[src/source/scan_pkg.sv]
// shared widths, payload types and control/status word layouts; import into every RTL unit
`default_nettype none

package scan_pkg;

    // bits per color channel on both capture paths and the transmitter
    localparam int COLOR_W = 8;

    // system control word from the host register
    localparam int CTRL_W = 16;

    // front panel buttons, active low
    localparam int BTN_W = 2;

    // board LEDs
    localparam int LED_W = 3;

    // resync hold counter width, roughly half a second at 27 MHz
    localparam int LED_HOLD_W_DEFAULT = 24;

    // only the first LED lit while the board is powered down
    localparam logic [LED_W-1:0] LED_OFF_PATTERN = 3'b001;

    // one pixel with its timing signals
    typedef struct packed {
        logic [COLOR_W-1:0] red;
        logic [COLOR_W-1:0] green;
        logic [COLOR_W-1:0] blue;
        logic               hsync;
        logic               vsync;
        logic               de;
        // field id, only meaningful for interlaced sources
        logic               fid;
    } pixel_t;

    // i2s audio lines
    typedef struct packed {
        logic bck;
        logic ws;
        logic data;
    } i2s_t;

    // control word, msb first
    // reserved bits belong to functions not present in this build
    typedef struct packed {
        logic [6:0] rsvd_15_9;
        logic       audmux_sel;
        logic [1:0] rsvd_7_6;
        logic       capture_sel;
        logic [1:0] rsvd_4_3;
        logic       hdmirx_reset_n;
        logic       isl_reset_n;
        logic       poweron;
    } sys_ctrl_t;

    // status word returned to the host
    typedef struct packed {
        logic [BTN_W-1:0] btn;
        logic             ir_rx;
    } sys_status_t;

endpackage

`default_nettype wire
[src/source/video_if.sv]
// carries the selected pixel from the capture select to the transmitter output stage
`default_nettype none
`timescale 1ns/100ps

interface video_if
    import scan_pkg::*;
();

    // registered pixel with syncs, de and field id
    pixel_t data;

    // driven by the capture select register
    modport src (
        output data
    );

    // read by the transmitter output register
    modport dst (
        input data
    );

endinterface

`default_nettype wire

[src/source/board_top.sv]
// board glue top level: control word decode, input sync, LEDs, video/audio select, tx pins
`default_nettype none
`timescale 1ns/100ps

module board_top
    import scan_pkg::*;
#(
    parameter int led_hold_w = LED_HOLD_W_DEFAULT
) (
    input  wire logic               clk27,
    input  wire logic               po_reset_n,
    input  wire logic [CTRL_W-1:0]  sys_ctrl_i,

    // analog digitizer video
    input  wire logic [COLOR_W-1:0] isl_r_i,
    input  wire logic [COLOR_W-1:0] isl_g_i,
    input  wire logic [COLOR_W-1:0] isl_b_i,
    input  wire logic               isl_hsync_i,
    input  wire logic               isl_vsync_i,
    input  wire logic               isl_de_i,
    input  wire logic               isl_fid_i,

    // HDMI receiver video
    input  wire logic [COLOR_W-1:0] hdmirx_r_i,
    input  wire logic [COLOR_W-1:0] hdmirx_g_i,
    input  wire logic [COLOR_W-1:0] hdmirx_b_i,
    input  wire logic               hdmirx_hsync_i,
    input  wire logic               hdmirx_vsync_i,
    input  wire logic               hdmirx_de_i,

    // audio sources
    input  wire logic               pcm_bck_i,
    input  wire logic               pcm_ws_i,
    input  wire logic               pcm_data_i,
    input  wire logic               hdmirx_bck_i,
    input  wire logic               hdmirx_ws_i,
    input  wire logic               hdmirx_ap_i,

    input  wire logic [BTN_W-1:0]   btn_i,
    input  wire logic               ir_rx_i,
    input  wire logic               resync_strobe_i,

    // HDMI transmitter
    output logic      [COLOR_W-1:0] hdmitx_r_o,
    output logic      [COLOR_W-1:0] hdmitx_g_o,
    output logic      [COLOR_W-1:0] hdmitx_b_o,
    output logic                    hdmitx_hsync_o,
    output logic                    hdmitx_vsync_o,
    output logic                    hdmitx_de_o,
    output logic                    hdmitx_bck_o,
    output logic                    hdmitx_ws_o,
    output logic                    hdmitx_data_o,

    output logic      [LED_W-1:0]   led_o,
    output sys_status_t             status_o,
    output logic                    isl_reset_n_o,
    output logic                    hdmirx_reset_n_o,
    output logic                    audmux_o
);

    sys_ctrl_t        ctrl;
    pixel_t           isl_pix;
    pixel_t           hdmirx_pix;
    i2s_t             pcm_aud;
    i2s_t             hdmirx_aud;
    i2s_t             tx_aud;
    logic [BTN_W-1:0] btn_sync;
    logic             ir_sync;
    logic             resync_rise;

    video_if vid ();

    // named view of the host control word
    assign ctrl = sys_ctrl_t'(sys_ctrl_i);

    // reset pins go straight out, no registering
    assign isl_reset_n_o    = ctrl.isl_reset_n;
    assign hdmirx_reset_n_o = ctrl.hdmirx_reset_n;
    // external audio mux select is active low on the board
    assign audmux_o         = ~ctrl.audmux_sel;

    // pack capture pins, the receiver has no field id output
    assign isl_pix    = '{red: isl_r_i, green: isl_g_i, blue: isl_b_i,
                          hsync: isl_hsync_i, vsync: isl_vsync_i,
                          de: isl_de_i, fid: isl_fid_i};
    assign hdmirx_pix = '{red: hdmirx_r_i, green: hdmirx_g_i, blue: hdmirx_b_i,
                          hsync: hdmirx_hsync_i, vsync: hdmirx_vsync_i,
                          de: hdmirx_de_i, fid: 1'b0};

    assign pcm_aud    = '{bck: pcm_bck_i, ws: pcm_ws_i, data: pcm_data_i};
    // receiver audio data comes out on its AP pin
    assign hdmirx_aud = '{bck: hdmirx_bck_i, ws: hdmirx_ws_i, data: hdmirx_ap_i};

    input_sync u_input_sync (
        .clk27           (clk27),
        .po_reset_n      (po_reset_n),
        .btn_i           (btn_i),
        .ir_rx_i         (ir_rx_i),
        .resync_strobe_i (resync_strobe_i),
        .btn_sync_o      (btn_sync),
        .ir_sync_o       (ir_sync),
        .resync_rise_o   (resync_rise)
    );

    resync_indicator #(
        .hold_w (led_hold_w)
    ) u_resync_indicator (
        .clk27         (clk27),
        .po_reset_n    (po_reset_n),
        .resync_rise_i (resync_rise),
        .poweron_i     (ctrl.poweron),
        .btn_sync_i    (btn_sync),
        .ir_sync_i     (ir_sync),
        .led_o         (led_o)
    );

    // status word read back by the host
    assign status_o = '{btn: btn_sync, ir_rx: ir_sync};

    // digitizer on 0, HDMI receiver on 1
    source_select #(
        .payload_t (pixel_t)
    ) u_video_select (
        .clk27      (clk27),
        .po_reset_n (po_reset_n),
        .sel_i      (ctrl.capture_sel),
        .a_i        (isl_pix),
        .b_i        (hdmirx_pix),
        .sel_o      (vid.data)
    );

    // PCM on 0, HDMI receiver on 1
    source_select #(
        .payload_t (i2s_t)
    ) u_audio_select (
        .clk27      (clk27),
        .po_reset_n (po_reset_n),
        .sel_i      (ctrl.audmux_sel),
        .a_i        (pcm_aud),
        .b_i        (hdmirx_aud),
        .sel_o      (tx_aud)
    );

    assign hdmitx_bck_o  = tx_aud.bck;
    assign hdmitx_ws_o   = tx_aud.ws;
    assign hdmitx_data_o = tx_aud.data;

    tx_output u_tx_output (
        .clk27      (clk27),
        .po_reset_n (po_reset_n),
        .poweron_i  (ctrl.poweron),
        .pix        (vid.dst),
        .r_o        (hdmitx_r_o),
        .g_o        (hdmitx_g_o),
        .b_o        (hdmitx_b_o),
        .hsync_o    (hdmitx_hsync_o),
        .vsync_o    (hdmitx_vsync_o),
        .de_o       (hdmitx_de_o)
    );

endmodule

`default_nettype wire

[src/source/tx_output.sv]
// falling-edge output register for the HDMI transmitter video pins, blanked when powered down
`default_nettype none
`timescale 1ns/100ps

module tx_output
    import scan_pkg::*;
(
    input  wire logic               clk27,
    input  wire logic               po_reset_n,
    input  wire logic               poweron_i,
    video_if.dst                    pix,
    output logic      [COLOR_W-1:0] r_o,
    output logic      [COLOR_W-1:0] g_o,
    output logic      [COLOR_W-1:0] b_o,
    output logic                    hsync_o,
    output logic                    vsync_o,
    output logic                    de_o
);

    // pixel after power gating, fid is not sent to the transmitter
    pixel_t pix_gated;

    always_comb begin
        if (poweron_i) begin
            pix_gated = pix.data;
        end else begin
            pix_gated = '0;
        end
    end

    // launched on the falling edge so the transmitter samples
    // mid-cycle on the rising edge of the clock it receives
    always_ff @(negedge clk27 or negedge po_reset_n) begin
        if (!po_reset_n) begin
            r_o     <= '0;
            g_o     <= '0;
            b_o     <= '0;
            hsync_o <= 1'b0;
            vsync_o <= 1'b0;
            de_o    <= 1'b0;
        end else begin
            r_o     <= pix_gated.red;
            g_o     <= pix_gated.green;
            b_o     <= pix_gated.blue;
            hsync_o <= pix_gated.hsync;
            vsync_o <= pix_gated.vsync;
            de_o    <= pix_gated.de;
        end
    end

endmodule

`default_nettype wire

[src/source/source_select.sv]
// registered 2:1 source select, payload type set per instance (video pixel or i2s audio)
`default_nettype none
`timescale 1ns/100ps

module source_select
    import scan_pkg::*;
#(
    // any packed payload; pixel is the common case
    parameter type payload_t = pixel_t
) (
    input  wire logic     clk27,
    input  wire logic     po_reset_n,
    // 0 picks a_i, 1 picks b_i
    input  wire logic     sel_i,
    input  wire payload_t a_i,
    input  wire payload_t b_i,
    output payload_t      sel_o
);

    payload_t sel_next;

    // mux ahead of the register so the output is glitch free
    always_comb begin
        if (sel_i) begin
            sel_next = b_i;
        end else begin
            sel_next = a_i;
        end
    end

    // reset to all zeros so downstream pins come up quiet
    always_ff @(posedge clk27 or negedge po_reset_n) begin
        if (!po_reset_n) begin
            sel_o <= '0;
        end else begin
            sel_o <= sel_next;
        end
    end

endmodule

`default_nettype wire

[src/source/resync_indicator.sv]
// resync hold counter and front panel LED pattern, driven from synchronized inputs
`default_nettype none
`timescale 1ns/100ps

module resync_indicator
    import scan_pkg::*;
#(
    // hold time is 2**hold_w - 1 cycles after the last resync
    parameter int hold_w = LED_HOLD_W_DEFAULT
) (
    input  wire logic             clk27,
    input  wire logic             po_reset_n,
    input  wire logic             resync_rise_i,
    input  wire logic             poweron_i,
    input  wire logic [BTN_W-1:0] btn_sync_i,
    input  wire logic             ir_sync_i,
    output logic      [LED_W-1:0] led_o
);

    logic [hold_w-1:0] hold_cnt;
    logic              hold_active;
    logic              ir_active;
    logic              btn_pressed;

    // retrigger on every resync, otherwise count down and stop at zero
    always_ff @(posedge clk27 or negedge po_reset_n) begin
        if (!po_reset_n) begin
            hold_cnt <= '0;
        end else if (resync_rise_i) begin
            hold_cnt <= '1;
        end else if (hold_active) begin
            hold_cnt <= hold_cnt - 1'b1;
        end
    end

    assign hold_active = (hold_cnt != '0);

    // IR receiver output is active low, a low level means a burst is arriving
    assign ir_active = ~ir_sync_i;

    // buttons are active low, any one held lights the top LED
    assign btn_pressed = ~&btn_sync_i;

    // bit 0 resync, bit 1 IR activity, bit 2 button
    // powered down shows the fixed standby pattern instead
    always_comb begin
        if (poweron_i) begin
            led_o = {btn_pressed, ir_active, hold_active};
        end else begin
            led_o = LED_OFF_PATTERN;
        end
    end

endmodule

`default_nettype wire

[src/source/input_sync.sv]
// two-stage synchronizers for buttons, IR line and resync strobe, with strobe rise detect
`default_nettype none
`timescale 1ns/100ps

module input_sync
    import scan_pkg::*;
(
    input  wire logic             clk27,
    input  wire logic             po_reset_n,
    input  wire logic [BTN_W-1:0] btn_i,
    input  wire logic             ir_rx_i,
    input  wire logic             resync_strobe_i,
    output logic      [BTN_W-1:0] btn_sync_o,
    output logic                  ir_sync_o,
    output logic                  resync_rise_o
);

    // first and second flop of each synchronizer
    logic [BTN_W-1:0] btn_meta;
    logic [BTN_W-1:0] btn_sync;
    logic             ir_meta;
    logic             ir_sync;
    logic             strobe_meta;
    logic             strobe_sync;
    // previous synchronized strobe for edge detect
    logic             strobe_prev;

    // buttons and IR idle high, so they reset to the released state
    always_ff @(posedge clk27 or negedge po_reset_n) begin
        if (!po_reset_n) begin
            btn_meta <= '1;
            btn_sync <= '1;
            ir_meta  <= 1'b1;
            ir_sync  <= 1'b1;
        end else begin
            btn_meta <= btn_i;
            btn_sync <= btn_meta;
            ir_meta  <= ir_rx_i;
            ir_sync  <= ir_meta;
        end
    end

    // strobe idles low; third flop holds last cycle's synchronized level
    always_ff @(posedge clk27 or negedge po_reset_n) begin
        if (!po_reset_n) begin
            strobe_meta <= 1'b0;
            strobe_sync <= 1'b0;
            strobe_prev <= 1'b0;
        end else begin
            strobe_meta <= resync_strobe_i;
            strobe_sync <= strobe_meta;
            strobe_prev <= strobe_sync;
        end
    end

    assign btn_sync_o = btn_sync;
    assign ir_sync_o  = ir_sync;

    // one-cycle pulse per synchronized low-to-high transition
    assign resync_rise_o = strobe_sync & ~strobe_prev;

endmodule

`default_nettype wire

[config.mk]
export PLATFORM = sky130hd
export DESIGN_NAME = board_top
export DESIGN_NICKNAME = d
export VERILOG_FILES = /design/src/source/scan_pkg.sv /design/src/source/video_if.sv /design/src/source/board_top.sv /design/src/source/tx_output.sv /design/src/source/source_select.sv /design/src/source/resync_indicator.sv /design/src/source/input_sync.sv
export SDC_FILE = /design/constraint.sdc
export NUM_CORES = 1
export LEC_CHECK = 0
export BUFFER_PORTS_ARGS = -buffer_cell sky130_fd_sc_hd__buf_2
export CORE_UTILIZATION = 25
export DETAILED_ROUTE_END_ITERATION = 7
export HOLD_SLACK_MARGIN = 0.06
export PLACE_DENSITY = 0.52
export RECOVER_POWER = 50
export SLEW_MARGIN = 10
export SYNTH_ARGS = -nofsm -noshare
export SYNTH_HDL_FRONTEND = slang
export SYNTH_SLANG_ARGS = --single-unit
[constraint.sdc]
create_clock -name clk27 -period 3.2 [get_ports clk27]
set_clock_uncertainty 0.1 [all_clocks]
set_input_delay 0.64 -clock clk27 [delete_from_list [all_inputs] [get_ports clk27]]
set_output_delay 0.64 -clock clk27 [all_outputs]
set_load 0.05 [all_outputs]
==> impl_metrics.ini, run 1 <==
[worst_setup_path]
crit_path_start_kind = flop
crit_family = flip-flops
path_class = flop to primary output
crit_slowest_cell = dfrtn_1
crit_path_end_kind = primary output
r2r-end = u_resync_indicator.hold_cnt[8]$_DFFE_PN0P_
slowest_delay_ns = 0.41
regToRegStartpoint = u_resync_indicator.hold_cnt[0]$_DFFE_PN0P_
cp_data_arrival_time_ns = 2.51
critPathRequiredTime_ns = 2.46
worstPathMaxFanout = 1
path_cells = buf_6
cp_num_buf_inv = 1
r2r_cells = 7
rrSetupSlack_ns = 0.70

[global_route]
grt_usage_pct = 10.7
grt_pass1_vias = 2514
overflow = 0
grt_max_degree = 41
antenna_found_initial = 0
grt_pass1_wl_mm = 12.2

[pwr]
power.net_switching_mw = 0.663
p_int_mw = 1.93
switching_share_pct = 25.5
powerDensity_nw_per_um2 = 543
vdd_ir_drop_max_mv = 0.224
combPwrFrac_pct = 13.5
p_leak_nw = 2.01
power_frac_clock_pct = 37.9
power.total_mw = 2.60
seqPwrFrac_pct = 48.6

[run_status]
run_status = complete, but fails checks
violations = negative setup slack

[flow_run]
drv_cap = 0

[floorplanning]
core_area_sq_um = 13900
die_x_um = 122
initial_utilization_pct = 25.8
die_h_um = 122
ios = 122
die-area_sq_um = 14900
rows = 43

[cts]
postCtsSetupBuffers = 0
cts_root_buf = clkbuf_16
path_clk_slew_ns = 0.06
cts_inserted_buffers = 9
clock_path_buffers = 2
clock-sinks = 90
clk_latency_ns = 0.33
cts-htree-levels = 3
cts_tree = built

[synthesis]
syn_area_sq_um = 3590
yosys.area.top_type = dfrtp_1
synth_top_area_share_pct = 39.7
synth.most_common_cell = dfrtp_1
synth_area_leaders = dfrtp_1 (40%), dfrtn_1 (19%), mux2_2 (9.7%)
ys_ff_latch = 90
syn_avg_cell_area_sq_um = 12.9
synth_nets = 364
yosysWarnings = 0
synth_top_cells_by_count = dfrtp_1 (57), mux2_2 (31), and2_1 (27), dfrtn_1 (27), nand2_1 (27)
ys.flop_type = dfrtp_1
synth_cell_type_count = 42
netlist_instances = 279
ys_seq_area_share_pct = 62.9
async_reset_ff_share_pct = 100
synth_edf_count = 0

[placed_design]
globalplace.congestion = 0.762
io_buffers = 105
dp_hpwl_mm = 4.84
placed_area_sq_um = 4330

[timing]
slew_headroom_pct = 10.4
setup_viol = 27
slew_viol_final = 0
rsz0062_at_grt = true
tightest_slew_ns = 1.34
fin_ws_ns = -0.0490
hold_viol_final = 0

[routing]
drt-initial-drc-count = 68
drt-pass1-iter-count = 4
routedWlPerCell_um = 12.3
drc_errors = 0
num_vias = 2402
avgViaCountPerCell = 4.21
drtAntennaViolNets = 0
wirelength_mm = 7.02

[worst_hold_path]
hold_class = flop to flop
whs_path_depth = 0
min_from = u_input_sync.strobe_meta$_DFF_PN0_
hold_path_end = u_input_sync.strobe_sync$_DFF_PN0_

[finish]
layout-area-overhead-vs-synth_pct = 33.1
antenna_cells = 0
nNetsFinal = 470
stdcell_area_sq_um = 4780
drive_above_1_share_pct = 42.1
[cell families after synthesis]
| kind of cell | after synthesis | synth area share [%] |
|---|---|---|
| muxes | 31 | 9.72 |
| DFF | 90 | 62.9 |
| adders and majority gates | 2 | 0.697 |
| buffers and inverters | 20 | 2.65 |
| xor gates and xnor gates | 19 | 4.63 |
| and+or+nand+nor | 97 | 15.0 |
| AOI/OAI and AO/OA | 20 | 4.35 |
[placed cells by master (no fill, tap or decap), types with 2 or more instances in the layout]
| cell | instances |
|---|---|
| a211oi_1 | 7 |
| buf_12 | 2 |
| buf_6 | 27 |
| dfrtp_1 | 57 |
| or3_1 | 3 |
| and2_1 | 27 |
| nand3_1 | 6 |
| nor2_1 | 6 |
| or4_1 | 2 |
| xnor2_1 | 13 |
| nor4b_1 | 2 |
| nand2_1 | 27 |
| clkbuf_1 | 4 |
| nor3_1 | 4 |
| dfrtn_1 | 27 |
| nor4_1 | 7 |
| clkinv_2 | 2 |
| xor2_1 | 6 |
| a21oi_1 | 2 |
| mux2_2 | 30 |
| buf_2 | 75 |
| clkbuf_16 | 9 |
| inv_1 | 4 |
| buf_4 | 3 |
| o21ai_0 | 5 |
| dfstp_2 | 6 |
| nand2b_1 | 3 |
| ha_1 | 2 |
| clkbuf_8 | 2 |
[what timing repair did]
action                                 4_1_cts  5_1_grt
gates resized for setup                     54        0
setup endpoints to repair                   27       27
pin swaps                                    0        0
hold buffers                                 1        0
endpoints found under the hold margin        4        0
[power groups by stage]
stage	registers, mW	clock network (mW)	logic (mW)
after floorplan	1.36	0	0.119
after global placement	1.27	0	0.320
after detailed placement	1.28	0	0.324
after CTS	1.26	1.03	0.356
after global routing	1.27	1.08	0.385
final	1.26	0.985	0.350
[sequential cells by signal, summed over array words and instances (netlist names)]
| register | cells |
|---|---|
| u_input_sync.btn_sync_o | 2 |
| u_audio_select.sel_o | 3 |
| u_input_sync.strobe_sync | 1 |
| u_input_sync.strobe_meta | 1 |
| u_tx_output.g_o | 8 |
| u_tx_output.hsync_o | 1 |
| u_resync_indicator.hold_cnt | 24 |
| u_tx_output.vsync_o | 1 |
| u_video_select.sel_o | 27 |
| u_input_sync.btn_meta | 2 |
| u_input_sync.ir_meta | 1 |
| u_tx_output.r_o | 8 |
| u_input_sync.strobe_prev | 1 |
| u_input_sync.ir_sync_o | 1 |
| u_tx_output.de_o | 1 |
| u_tx_output.b_o | 8 |
[area by class of cell]
| type | instances | area, sq um |
|---|---|---|
| Clock inverter | 4 | 25.0 |
| Sequential cell | 90 | 2260 |
| Timing Repair Buffer | 111 | 763 |
| Fill cell | 1340 | 9150 |
| Clock buffer | 12 | 256 |
| Inverter | 4 | 15.0 |
| Tap cell | 180 | 225 |
| Multi-Input combinational cell | 169 | 1240 |
[through the flow]
stage	instances	hold WS (ns)	util [%]	setup slack, ns	setup TNS, ns
floorplan	279	0.231	-	0.209	0
global placement	553	0.237	31.1	0.211	0
detailed placement	553	0.239	31.1	0.194	0
CTS	570	0.252	34.4	-0.0716	-1.51
global route	570	0.260	34.3	-0.0933	-1.94
finish	570	0.248	34.3	-0.0490	-1.04
[worst max-delay path by stage]
stage                                               to  depth (start not counted)                    startpoint  slack [ns]
after detailed placement  u_tx_output.b_o[3]$_DFF_NN0_                          2                 sys_ctrl_i[0]        0.19
after floorplan                          hdmitx_b_o[0]                          0  u_tx_output.b_o[0]$_DFF_NN0_        0.21
final                                    hdmitx_r_o[1]                          1  u_tx_output.r_o[1]$_DFF_NN0_       -0.05
after global routing                     hdmitx_g_o[5]                          1  u_tx_output.g_o[5]$_DFF_NN0_       -0.09
after CTS                                hdmitx_g_o[1]                          1  u_tx_output.g_o[1]$_DFF_NN0_       -0.07
after global placement    u_tx_output.b_o[3]$_DFF_NN0_                          2                 sys_ctrl_i[0]        0.21
[per-layer routing]
| layer | vias up | track usage (%) | share of wire, % | wire (um) |
|---|---|---|---|---|
| li1 | 1156 | - | - | - |
| met1 | 1157 | 13.6 | 45 | 3140 |
| met2 | 79 | 15.6 | 45 | 3140 |
| met3 | 10 | 4.96 | 9.0 | 631 |
| met4 | 0 | 4.48 | 1.6 | 110 |
| met5 | - | 0 | 0 | 0 |
Note: power is estimated with default switching activity, not from simulation.
==> run 2: changes to the inputs <==
CTS_BUF_LIST = sky130_fd_sc_hd__clkbuf_4   (was not set)
PLACE_DENSITY = 0.51   (was 0.52)
SYNTH_HIERARCHICAL = 1   (was not set)
clock period = 3.9 ns   (was 3.2 ns; I/O delays follow)
==> run 2 against run 1 <==
  * The run now ends clean
  * Critical endpoint is now hdmitx_b_o[0]
  * Largest power group unchanged
  * Flip-flop and latch count did not move
  * Sequential share of layout area rose by 1.1 points
  * Design area fell by 2.2%
  * Critical path type unchanged
==> impl_metrics.ini, run 2 <==
[finish]
final_cells = 583
largest_register_ffs = 27
layout_commonest_cell = buf_2
drive_above_1_share_pct = 41.6
final_cell_mix = buf_2 (75), dfrtp_1 (57), dfrtn_1 (27)
biggestRegsByFlops = u_video_select/sel_o: 27 flops, u_resync_indicator/hold_cnt: 24 flops
nNetsFinal = 479
stdcell_area_sq_um = 4680
antenna_cells = 0
regMostFlops = u_video_select/sel_o
layout-area-overhead-vs-synth_pct = 21.4

[cts]
cts_tree = built
cts_root_buf = clkbuf_4
postCtsSetupBuffers = 0
clock_path_buffers = 2
clock-sinks = 90
clk_latency_ns = 0.45
cts_inserted_buffers = 9
cts-htree-levels = 3
path_clk_slew_ns = 0.14
cts_hold_buf = 0

[worst_setup_path]
crit_family = flip-flops
crit_slowest_cell = dfrtn_1
cp_data_arrival_time_ns = 2.96
worstPathMaxFanout = 1
crit_path_end_kind = primary output
crit_path_start_kind = flop
critPathRequiredTime_ns = 3.02
path_class = flop to primary output
path_cells = buf_6
slowest_delay_ns = 0.44
cp_num_buf_inv = 1

[synthesis]
syn_avg_cell_area_sq_um = 13.4
syn_area_sq_um = 3850
netlist_instances = 287
yosysWarnings = 6
synth_nets = 372

[pwr]
p_leak_nw = 2.00
switching_share_pct = 29.8
vdd_ir_drop_max_mv = 0.199
seqPwrFrac_pct = 57.7
power_frac_clock_pct = 25.8
powerDensity_nw_per_um2 = 384
power.total_mw = 1.79
power.net_switching_mw = 0.534
p_int_mw = 1.26
combPwrFrac_pct = 16.4

[worst_hold_path]
hold_class = input pin to asynchronous set/reset pin

[timing]
hold_viol_final = 0
tightest_slew_ns = 1.46
holdWs_ns = 0.204
final.setup.tns_ns = 0
slew_headroom_pct = 2.60
slew_viol_final = 0
rsz0062_at_grt = true
setup_viol = 0

[floorplanning]
rows = 44
core_area_sq_um = 14800
die_h_um = 126
initial_utilization_pct = 26.1
ios = 122
die_x_um = 126
die-area_sq_um = 15900

[routing]
avgViaCountPerCell = 4.27
num_vias = 2489
drc_errors = 0
drtAntennaViolNets = 0
drt-initial-drc-count = 89
routedWlPerCell_um = 12.7
wirelength_mm = 7.42
drt-pass1-iter-count = 4

[global_route]
top_usage_layer = met2
overflow = 0
use_met3_pct = 3.44
grtUsageMet2_pct = 15.8
grt_usage_pct = 10.1
grt_pass1_vias = 2591
use_met1_pct = 12.0
grt_max_degree = 49
grt_pass1_wl_mm = 12.3
antenna_found_initial = 0

[placed_design]
placed_area_sq_um = 4520
placedCellCount = 567
dp_hpwl_mm = 5.29
globalplace.congestion = 0.770
io_buffers = 105

[flow_run]
drv_cap = 0

[run_status]
run_status = finished clean
## run 2: power by group through the flow
stage               Sequential (mW)  Clock [mW]  Combinational, mW
floorplan                      1.12           0              0.132
global placement               1.05           0              0.296
detailed placement             1.05           0              0.301
CTS                            1.03       0.499              0.314
global route                   1.04       0.532              0.321
finish                         1.04       0.463              0.295
## run 2: stage by stage
step / setup slack [ns] / utilization [%]
after global placement: 0.375 / 30.7
final: 0.0553 / 31.7
after global routing: -0.0102 / 31.7
after CTS: 0.000712 / 32.0
after floorplan: 0.419 / -
after detailed placement: 0.383 / 30.7
## run 2: repair_timing
item                                    CTS  global route
gates cloned                              0             0
endpoints found under the setup margin   27            12
pin swaps                                 0             0
gates resized for setup                  33            10
hold endpoints to repair                  0             0
## run 2: per-layer routing
metal  part of all wire, %  up-vias  wire [um]
li1                      -     1194          -
met2                    47       83       3460
met1                    44     1200       3290
met4                   2.2        0        160
met3                   7.0       12        516
met5                     0        -          0
## run 2: path summary, 6_finish.rpt
path                                                    start                           endpoint  slack (ns)  cells after the start
max in group asynchronous                          po_reset_n       u_tx_output/g_o[7]$_DFF_NN0_        1.17                      1
setup reg to reg           u_video_select/sel_o[14]$_DFF_PN0_       u_tx_output/g_o[2]$_DFF_NN0_        1.09                      1
hold / removal                                     po_reset_n  u_video_select/sel_o[2]$_DFF_PN0_        0.20                      1
hold reg to reg                u_input_sync/ir_meta$_DFF_PN1_   u_input_sync/ir_sync_o$_DFF_PN1_        0.26                      0
setup / recovery                 u_tx_output/b_o[0]$_DFF_NN0_                      hdmitx_b_o[0]        0.06                      1
min in group clk27             u_input_sync/ir_meta$_DFF_PN1_   u_input_sync/ir_sync_o$_DFF_PN1_        0.26                      0
## run 2: layout make-up
| cell class | count | area (sq um) |
|---|---|---|
| flip-flops and latches | 90 | 2260 |
| multi-input cells | 180 | 1390 |
| repair buffers | 109 | 668 |
| inverters | 4 | 15.0 |
| clock inverters | 5 | 31.3 |
| clock buffers | 11 | 82.6 |
| well taps | 184 | 230 |
| fillers | 1521 | 10100 |
